<file path="src/design/rename_cfg_pkg.sv">
`default_nettype none

package rename_cfg_pkg;

    // ========================================
    // rename subsystem sizes
    // ========================================

    // architectural register file
    localparam int ARCH_REGS = 16;
    localparam int ARCH_W    = $clog2(ARCH_REGS);

    // physical register file, one tag per entry
    localparam int PHYS_REGS = 32;
    localparam int PHYS_W    = $clog2(PHYS_REGS);

    // tags left over once every arch reg holds one
    localparam int FREE_DEPTH = PHYS_REGS - ARCH_REGS;
    // index bits plus one wrap bit
    localparam int PTR_W      = $clog2(FREE_DEPTH) + 1;

    // r0 reads as zero and is never renamed
    localparam int ZERO_REG = 0;

endpackage

`default_nettype wire

</file>
<file path="src/design/rename_types_pkg.sv">
`default_nettype none

package rename_types_pkg;

    // ========================================
    // rename data types
    // ========================================

    // architectural register index
    typedef logic [rename_cfg_pkg::ARCH_W-1:0] arch_idx_t;

    // physical register tag
    typedef logic [rename_cfg_pkg::PHYS_W-1:0] phys_tag_t;

    // one alias table entry, tag plus value-ready flag
    typedef struct packed {
        phys_tag_t tag;
        logic      ready;
    } map_entry_t;

    // whole table, entry i at index i
    // 16 entries of 6 bits
    typedef map_entry_t [rename_cfg_pkg::ARCH_REGS-1:0] map_image_t;

    // free list pointer, msb is the wrap bit
    typedef logic [rename_cfg_pkg::PTR_W-1:0] free_ptr_t;

endpackage

`default_nettype wire

</file>
<file path="src/design/rename_if.sv">
`timescale 1ns/1ps
`default_nettype none

// tag allocation between rename control and the free list
interface alloc_if;
    import rename_types_pkg::*;

    // free list side
    phys_tag_t head_tag;
    logic      empty;
    free_ptr_t head_ptr;
    // control side
    logic      pop;
    logic      restore;
    free_ptr_t restore_ptr;

    // pop only while not empty, popped tag is this cycle's head_tag
    modport provider (output head_tag, empty, head_ptr, input pop, restore, restore_ptr);
    modport consumer (input head_tag, empty, head_ptr, output pop, restore, restore_ptr);
endinterface

// rename writes and checkpoint traffic between control and the alias table
interface ckpt_if;
    import rename_types_pkg::*;

    // live table image
    map_image_t image;
    // rename request, never raised together with restore
    logic       rename_valid;
    arch_idx_t  rename_arch;
    phys_tag_t  rename_tag;
    // checkpoint reload
    logic       restore;
    map_image_t restore_image;

    modport tbl (output image, input rename_valid, rename_arch, rename_tag, restore, restore_image);
    modport control (input image, output rename_valid, rename_arch, rename_tag, restore,
                     restore_image);
endinterface

`default_nettype wire

</file>
<file path="src/design/free_list.sv">
`timescale 1ns/1ps
`default_nettype none

module free_list (
    input  wire logic                    clock,
    input  wire logic                    reset,
    // tag released by commit
    input  wire logic                    commit_valid_i,
    input  rename_types_pkg::phys_tag_t  commit_tag_i,
    alloc_if.provider                    alloc
);
    import rename_cfg_pkg::*;
    import rename_types_pkg::*;

    // queue storage
    phys_tag_t fifo_q [FREE_DEPTH];
    // read and write pointers, msb wraps
    free_ptr_t rd_ptr_q;
    free_ptr_t wr_ptr_q;

    // ========================================
    // head of queue
    // ========================================

    // equal pointers including wrap bit means nothing left
    assign alloc.empty    = (rd_ptr_q == wr_ptr_q);
    assign alloc.head_tag = fifo_q[rd_ptr_q[PTR_W-2:0]];
    assign alloc.head_ptr = rd_ptr_q;

    // ========================================
    // pointers
    // ========================================

    always_ff @(posedge clock) begin
        if (reset) begin
            rd_ptr_q <= '0;
            // full at reset, write pointer one lap ahead
            wr_ptr_q <= free_ptr_t'(FREE_DEPTH);
        end else begin
            // rewind to the checkpoint, pop cannot come with it
            if (alloc.restore) begin
                rd_ptr_q <= alloc.restore_ptr;
            end else if (alloc.pop) begin
                rd_ptr_q <= rd_ptr_q + 1'b1;
            end
            // committed frees stay regardless of restore
            if (commit_valid_i) begin
                wr_ptr_q <= wr_ptr_q + 1'b1;
            end
        end
    end

    // ========================================
    // storage
    // ========================================

    always_ff @(posedge clock) begin
        if (reset) begin
            // tags above the arch range start out free
            for (int i = 0; i < FREE_DEPTH; i++) begin
                fifo_q[i] <= phys_tag_t'(ARCH_REGS + i);
            end
        end else if (commit_valid_i) begin
            fifo_q[wr_ptr_q[PTR_W-2:0]] <= commit_tag_i;
        end
    end

endmodule

`default_nettype wire

</file>
<file path="src/design/map_table.sv">
`timescale 1ns/1ps
`default_nettype none

module map_table (
    input  wire logic                    clock,
    input  wire logic                    reset,
    // source and destination lookups
    input  rename_types_pkg::arch_idx_t  src1_i,
    input  rename_types_pkg::arch_idx_t  src2_i,
    input  rename_types_pkg::arch_idx_t  dst_i,
    // writeback
    input  wire logic                    wb_valid_i,
    input  rename_types_pkg::phys_tag_t  wb_tag_i,
    // lookup results
    output rename_types_pkg::phys_tag_t  src1_tag_o,
    output logic                         src1_ready_o,
    output rename_types_pkg::phys_tag_t  src2_tag_o,
    output logic                         src2_ready_o,
    output rename_types_pkg::phys_tag_t  old_tag_o,
    ckpt_if.tbl                          ckpt
);
    import rename_cfg_pkg::*;
    import rename_types_pkg::*;

    // alias table, entry i belongs to arch reg i
    map_image_t table_q;
    // per-tag record of writebacks, cleared when the tag is handed out again
    logic [PHYS_REGS-1:0] wb_seen_q;

    // writeback on this tag in the current cycle
    function automatic logic wb_hit(input logic wb_valid, input phys_tag_t wb_tag,
                                    input phys_tag_t tag);
        return wb_valid && (wb_tag == tag);
    endfunction

    // ========================================
    // lookups
    // ========================================

    always_comb begin
        src1_tag_o   = table_q[src1_i].tag;
        src2_tag_o   = table_q[src2_i].tag;
        // same-cycle writeback counts as ready
        src1_ready_o = table_q[src1_i].ready | wb_hit(wb_valid_i, wb_tag_i, src1_tag_o);
        src2_ready_o = table_q[src2_i].ready | wb_hit(wb_valid_i, wb_tag_i, src2_tag_o);
        // mapping being displaced by this dispatch
        old_tag_o    = table_q[dst_i].tag;
    end

    assign ckpt.image = table_q;

    // ========================================
    // table update
    // ========================================

    always_ff @(posedge clock) begin
        if (reset) begin
            // identity map, all values committed
            for (int i = 0; i < ARCH_REGS; i++) begin
                table_q[i].tag   <= phys_tag_t'(i);
                table_q[i].ready <= 1'b1;
            end
            wb_seen_q <= '1;
        end else begin
            if (ckpt.restore) begin
                // reload snapshot, keep readiness gained since it was taken
                for (int i = 0; i < ARCH_REGS; i++) begin
                    table_q[i].tag   <= ckpt.restore_image[i].tag;
                    table_q[i].ready <= ckpt.restore_image[i].ready
                                      | wb_seen_q[ckpt.restore_image[i].tag]
                                      | wb_hit(wb_valid_i, wb_tag_i,
                                               ckpt.restore_image[i].tag);
                end
            end else begin
                // every entry holding the written tag becomes ready
                for (int i = 0; i < ARCH_REGS; i++) begin
                    if (wb_hit(wb_valid_i, wb_tag_i, table_q[i].tag)) begin
                        table_q[i].ready <= 1'b1;
                    end
                end
                // new mapping overrides the writeback on that entry
                if (ckpt.rename_valid) begin
                    table_q[ckpt.rename_arch].tag   <= ckpt.rename_tag;
                    table_q[ckpt.rename_arch].ready <= 1'b0;
                end
            end
            // tag history
            if (wb_valid_i) begin
                wb_seen_q[wb_tag_i] <= 1'b1;
            end
            if (ckpt.rename_valid) begin
                wb_seen_q[ckpt.rename_tag] <= 1'b0;
            end
        end
    end

endmodule

`default_nettype wire

</file>
<file path="src/design/rename_control.sv">
`timescale 1ns/1ps
`default_nettype none

module rename_control (
    input  wire logic                    clock,
    input  wire logic                    reset,
    // dispatch
    input  wire logic                    disp_valid_i,
    input  rename_types_pkg::arch_idx_t  disp_dst_i,
    input  wire logic                    disp_is_branch_i,
    // recovery
    input  wire logic                    mispredict_i,
    // results
    output rename_types_pkg::phys_tag_t  new_tag_o,
    output logic                         stall_o,
    output logic                         checkpoint_valid_o,
    alloc_if.consumer                    alloc,
    ckpt_if.control                      ckpt
);
    import rename_cfg_pkg::*;
    import rename_types_pkg::*;

    logic       needs_tag;
    logic       accept;
    logic       do_restore;
    // checkpoint state
    logic       ckpt_valid_q;
    map_image_t ckpt_image_q;
    free_ptr_t  ckpt_ptr_q;
    // snapshot as it will stand after this dispatch
    map_image_t image_next;
    free_ptr_t  ptr_next;

    // ========================================
    // dispatch acceptance
    // ========================================

    // r0 writes are dropped, no tag needed
    assign needs_tag  = (disp_dst_i != arch_idx_t'(ZERO_REG));
    assign stall_o    = alloc.empty && needs_tag;
    assign accept     = disp_valid_i && !stall_o && !mispredict_i;
    // mispredict only acts on a held checkpoint
    assign do_restore = mispredict_i && ckpt_valid_q;

    assign new_tag_o  = needs_tag ? alloc.head_tag : '0;

    // free list side
    assign alloc.pop         = accept && needs_tag;
    assign alloc.restore     = do_restore;
    assign alloc.restore_ptr = ckpt_ptr_q;

    // table side
    assign ckpt.rename_valid  = alloc.pop;
    assign ckpt.rename_arch   = disp_dst_i;
    assign ckpt.rename_tag    = alloc.head_tag;
    assign ckpt.restore       = do_restore;
    assign ckpt.restore_image = ckpt_image_q;

    assign checkpoint_valid_o = ckpt_valid_q;

    // ========================================
    // checkpoint
    // ========================================

    // patch in the branch's own rename, pointer past its pop
    always_comb begin
        image_next = ckpt.image;
        ptr_next   = alloc.head_ptr;
        if (alloc.pop) begin
            image_next[disp_dst_i] = '{tag: alloc.head_tag, ready: 1'b0};
            ptr_next               = alloc.head_ptr + 1'b1;
        end
    end

    always_ff @(posedge clock) begin
        if (reset) begin
            ckpt_valid_q <= 1'b0;
        end else if (do_restore) begin
            ckpt_valid_q <= 1'b0;
        end else if (accept && disp_is_branch_i) begin
            ckpt_valid_q <= 1'b1;
        end
    end

    // a newer branch simply overwrites
    always_ff @(posedge clock) begin
        if (accept && disp_is_branch_i) begin
            ckpt_image_q <= image_next;
            ckpt_ptr_q   <= ptr_next;
        end
    end

endmodule

`default_nettype wire

</file>
<file path="src/design/rename_top.sv">
`timescale 1ns/1ps
`default_nettype none

module rename_top (
    input  wire logic                    clock,
    input  wire logic                    reset,
    // dispatch
    input  wire logic                    disp_valid_i,
    input  rename_types_pkg::arch_idx_t  disp_dst_i,
    input  wire logic                    disp_is_branch_i,
    input  rename_types_pkg::arch_idx_t  disp_src1_i,
    input  rename_types_pkg::arch_idx_t  disp_src2_i,
    // rename results
    output rename_types_pkg::phys_tag_t  src1_tag_o,
    output logic                         src1_ready_o,
    output rename_types_pkg::phys_tag_t  src2_tag_o,
    output logic                         src2_ready_o,
    output rename_types_pkg::phys_tag_t  new_tag_o,
    output rename_types_pkg::phys_tag_t  old_tag_o,
    output logic                         stall_o,
    // writeback
    input  wire logic                    wb_valid_i,
    input  rename_types_pkg::phys_tag_t  wb_tag_i,
    // commit
    input  wire logic                    commit_valid_i,
    input  rename_types_pkg::phys_tag_t  commit_old_tag_i,
    // recovery
    input  wire logic                    mispredict_i,
    output logic                         checkpoint_valid_o
);

    // ========================================
    // internal buses
    // ========================================

    alloc_if alloc_bus ();
    ckpt_if  ckpt_bus ();

    // alias table
    map_table u_map_table (
        .clock        (clock),
        .reset        (reset),
        .src1_i       (disp_src1_i),
        .src2_i       (disp_src2_i),
        .dst_i        (disp_dst_i),
        .wb_valid_i   (wb_valid_i),
        .wb_tag_i     (wb_tag_i),
        .src1_tag_o   (src1_tag_o),
        .src1_ready_o (src1_ready_o),
        .src2_tag_o   (src2_tag_o),
        .src2_ready_o (src2_ready_o),
        .old_tag_o    (old_tag_o),
        .ckpt         (ckpt_bus.tbl)
    );

    // free tag queue
    free_list u_free_list (
        .clock          (clock),
        .reset          (reset),
        .commit_valid_i (commit_valid_i),
        .commit_tag_i   (commit_old_tag_i),
        .alloc          (alloc_bus.provider)
    );

    // dispatch, stall and checkpoint
    rename_control u_rename_control (
        .clock              (clock),
        .reset              (reset),
        .disp_valid_i       (disp_valid_i),
        .disp_dst_i         (disp_dst_i),
        .disp_is_branch_i   (disp_is_branch_i),
        .mispredict_i       (mispredict_i),
        .new_tag_o          (new_tag_o),
        .stall_o            (stall_o),
        .checkpoint_valid_o (checkpoint_valid_o),
        .alloc              (alloc_bus.consumer),
        .ckpt               (ckpt_bus.control)
    );

endmodule

`default_nettype wire

</file>
<file path="config.mk">
export PLATFORM = sky130hd
export DESIGN_NAME = rename_top
export DESIGN_NICKNAME = d
export VERILOG_FILES = /design/src/design/rename_cfg_pkg.sv /design/src/design/rename_types_pkg.sv /design/src/design/rename_if.sv /design/src/design/free_list.sv /design/src/design/map_table.sv /design/src/design/rename_control.sv /design/src/design/rename_top.sv
export SDC_FILE = /design/constraint.sdc
export NUM_CORES = 1
export LEC_CHECK = 0
export BUFFER_PORTS_ARGS = -buffer_cell sky130_fd_sc_hd__buf_4
export CAP_MARGIN = 20
export CELL_PAD_IN_SITES_DETAIL_PLACEMENT = 1
export CELL_PAD_IN_SITES_GLOBAL_PLACEMENT = 2
export CORE_MARGIN = 5
export CORE_UTILIZATION = 45
export DETAILED_ROUTE_END_ITERATION = 10
export HOLD_SLACK_MARGIN = 0.1
export PLACE_DENSITY = 0.93
export SLEW_MARGIN = 40
export SYNTH_ARGS = -nofsm -noshare
export SYNTH_HDL_FRONTEND = slang
export SYNTH_SLANG_ARGS = --single-unit
</file>
<file path="constraint.sdc">
create_clock -name clock -period 16.56 [get_ports clock]
set_clock_uncertainty 0.05 [all_clocks]
set_input_delay 4.14 -clock clock [delete_from_list [all_inputs] [get_ports clock]]
set_output_delay 4.14 -clock clock [all_outputs]
set_load 0.005 [all_outputs]
</file>
==> results by group <==
Power
  • Switching part of the total power: 0.285
  • Clock share of power: 0.403
  • LEAKAGE: 8.27 nW
  • Comb pwr share: 0.145
  • Internal: between 0.001 and 0.0015 W
  • VDD IR max: 0.0643 mV
  • PD cells: about 85 nW/um^2
  • Psw: 0.000582 W
  • Flop pwr share: 0.451
  • Final Power: 0.00204 W

Routing
  • First-pass DRT Iterations: 6
  • Average wire per standard cell: between 30 and 40 um
  • Initial DRC Count: 2244
  • Vias/cell: between 7 and 8
  • # DRC: 0
  • Final wirelength: 82.2 mm
  • DRT antenna net count: 0
  • Via count: 17.6k

GRT
  • Vias in the first global route: approximately 19k
  • Largest net degree at the start of global routing: just under 70
  • Global-route wire length before repair: approximately 120 mm
  • Initial antenna violation count: 1
  • Gr usage total: 0.300
  • Grt ovf: 0

Clock tree
  • Clk slew on worst S/H paths: 0.06 ns
  • CTS buffer count: 36
  • Hold buffers post-CTS: 0
  • Cts repair resizes: 0
  • Setup bufs post-CTS: 0
  • CTS tree: done
  • Clk buf depth: 3
  • # H-tree levels: 2
  • Sink Count: 320
  • Worst-Skew Late Latency: about 0.57 ns
  • Clk root buf: clkbuf_16

Synthesis
  • Synth cell types: 63
  • Top-area cell type share of the netlist area: 0.261
  • Compound-gate portion of the synthesized area: 0.0782
  • Main synth FF type: edfxtp_1
  • Synth Net Count: 1875
  • Async S/R FF share, synth: 0
  • Xor/xnor cell area share of the yosys netlist: 0.0736
  • Largest family of logic cells by synthesized area: multiplexers
  • Synth Area in Simple Gates: 0.125
  • Synth top area cells: mux4_2, edfxtp_1, dfxtp_1
  • EDFF count, synth: between 150 and 200
  • Gate Count Post-Synth: ~1.8k
  • Multiplexer area fraction after synthesis: 0.311
  • Syn_area_per_cell: 12.0 um^2
  • Most frequent cell after synthesis: mux4_2
  • Synthesized area: 22100 um^2
  • Post-Synth Adder-Cell Area: 0.00283
  • Seq cells post-synth: 320
  • Post-synthesis sequential area ratio: 0.371
  • Synth top cells by count: mux4_2, edfxtp_1, nand2_1, clkbuf_1, xor2_1
  • Area leader, netlist: mux4_2
  • YS warnings: 0

Cells and area
  • Non-filler cells, final: between 2k and 2.5k
  • Fill cells: between 5k and 6k
  • Final nets: 1779
  • Layout cells sized above 1: 0.284
  • Area grow syn2layout: 8.13%

Floorplan
  • Total core area: between 40000 and 50000 um^2
  • Top-Level Pins: 53
  • DIE WIDTH: roughly 230 um
  • Starting Density: 0.453
  • Rows: between 80 and 90
  • Full die area: approximately 54000 um^2
  • Height of the die: approximately 230 um

Critical path
  • Critical path endpoint category: output pin
  • Crit Path Category: input port to output pin
  • CP most frequent cell: buf_4
  • Worst Path Buf+Inv: 3
  • CP Cell Sequence: buf_4, inv_1, a32o_1, a21oi_1, o221a_2, o21a_1, a31o_2, buf_4
  • Worst path slowest cell: buf_4
  • Crit path max-delay family: buffers and inverters
  • Critical Path Fanout Max: 42
  • Data arrival, critical path: between 6 and 7 ns
  • Slowest stage delay, CP: about 0.65 ns
  • WP data required: around 12 ns
  • R2r setup slk: 13.13 ns
  • Startpoint Class: input port

Job
  • Max Cap Violations: 0

Timing
  • Fmax: 94.6 MHz
  • Slew Viols, Final: 0
  • Total negative slack: 0 ns
  • Worst rel slew slack: 0.366
  • Crit path time final: about 11 ns
  • Period utilization: 0.639
  • Worst Tran Pin Value: about 0.95 ns
  • Endpoints failing hold: 0
  • # setup viols final: 0
  • Unrepaired setup endpoints after global routing: no

Outcome
  • Status: completed

Placed design
  • Inst Count DP: 2371
  • HPWL after DPL: between 50 and 60 mm
  • Final GP Congestion: just over 0.9
  • Count of buffers inserted at the top-level ports: 52

Worst hold path
  • Worst min-delay path category: flip-flop to flip-flop
==> per-stage QoR <==
stage	utilization	setup slack [ns]	instance area, um^2	hold slack [ns]
detailed placement	0.466	6.07	22700	0.452
global route	0.490	5.89	23900	0.491
global placement	0.465	6.09	22700	0.420
CTS	0.490	6.07	23900	0.468
finish	0.490	5.98	23900	0.472
floorplan	-	3.37	22100	0.401
==> tightest hold or removal path: stages, from the launching register on <==
cell and delay (ns):
edfxtp_1 0.36, nand2_1 0.06, a21oi_1 0.05
==> path summary, 6_finish.rpt <==
path / endpoint / start / cells past startpoint
worst max-delay path: src1_ready_o / wb_tag_i[4] / 8
worst min-delay path: u_free_list.alloc.head_ptr[1] / u_rename_control.alloc.restore_ptr[1] / 2
worst max register to register: u_rename_control.ckpt.restore_image[39] / u_free_list.alloc.head_ptr[2] / 6
worst min register to register: u_free_list.alloc.head_ptr[1] / u_rename_control.alloc.restore_ptr[1] / 2
==> power groups by stage <==
stage,Sequential [W],Combinational (W),Clock (W)
global placement,0.000932,0.000276,0
CTS,0.000919,0.000292,0.000828
detailed placement,0.000935,0.000288,0
global route,0.000922,0.000311,0.000865
floorplan,0.000899,0.000210,0
finish,0.000922,0.000297,0.000823
==> final cells by class <==
class	count	area (um^2)	share of cell area
clock inverters	12	138	0.00575
flip-flops and latches	320	8230	0.344
clock buffers	53	1050	0.0437
inverters	9	33.8	0.00141
repair buffers	72	544	0.0227
diodes	1	2.50	0.000105
multi-input cells	1306	13100	0.548
well taps	664	831	0.0347
==> layout by cell type, fill, tap and decap left out, types with 32 or more instances in the layout <==
cell type and count:
and3_1 43, nand3_1 51, nor4_1 32, clkbuf_16 37
or2_2 49, mux2i_1 59, xor2_1 142, mux4_2 257
dfxtp_1 130, xnor2_1 44, nand2b_1 40, o211a_1 32
o32a_1 32, nand2_1 179, edfxtp_1 181, nor2_1 71
buf_4 71, a21oi_1 48
==> flip-flops by register name, indices dropped and copies added, names as in the netlist <==
| register | cells |
|---|---|
| u_rename_control.alloc.restore_ptr | 5 |
| u_free_list.alloc.head_ptr | 5 |
| u_rename_control.checkpoint_valid_o | 1 |
| u_free_list.fifo_q | 80 |
| u_rename_control.ckpt.restore_image | 96 |
| u_map_table.wb_seen_q | 32 |
| u_map_table.ckpt.image | 96 |
| u_free_list.wr_ptr_q | 5 |
==> kinds of logic (layout without fill, tap and decap cells) <==
kind of cell,after synthesis,after routing
and+or+nand+nor,539,539
DFF,320,320
adders and majority gates,5,5
xor gates and xnor gates,186,186
other,0,1
AOI/OAI and AO/OA,220,220
buffers and inverters,215,146
muxes,356,356
==> metal layers <==
layer,GRT usage,part of all wire,vias up
met5,0,0,-
met4,0.158,0.062,0
li1,-,-,6882
met2,0.480,0.47,1321
met3,0.0792,0.12,326
met1,0.376,0.36,9028
(Power assumes the default switching activity.)
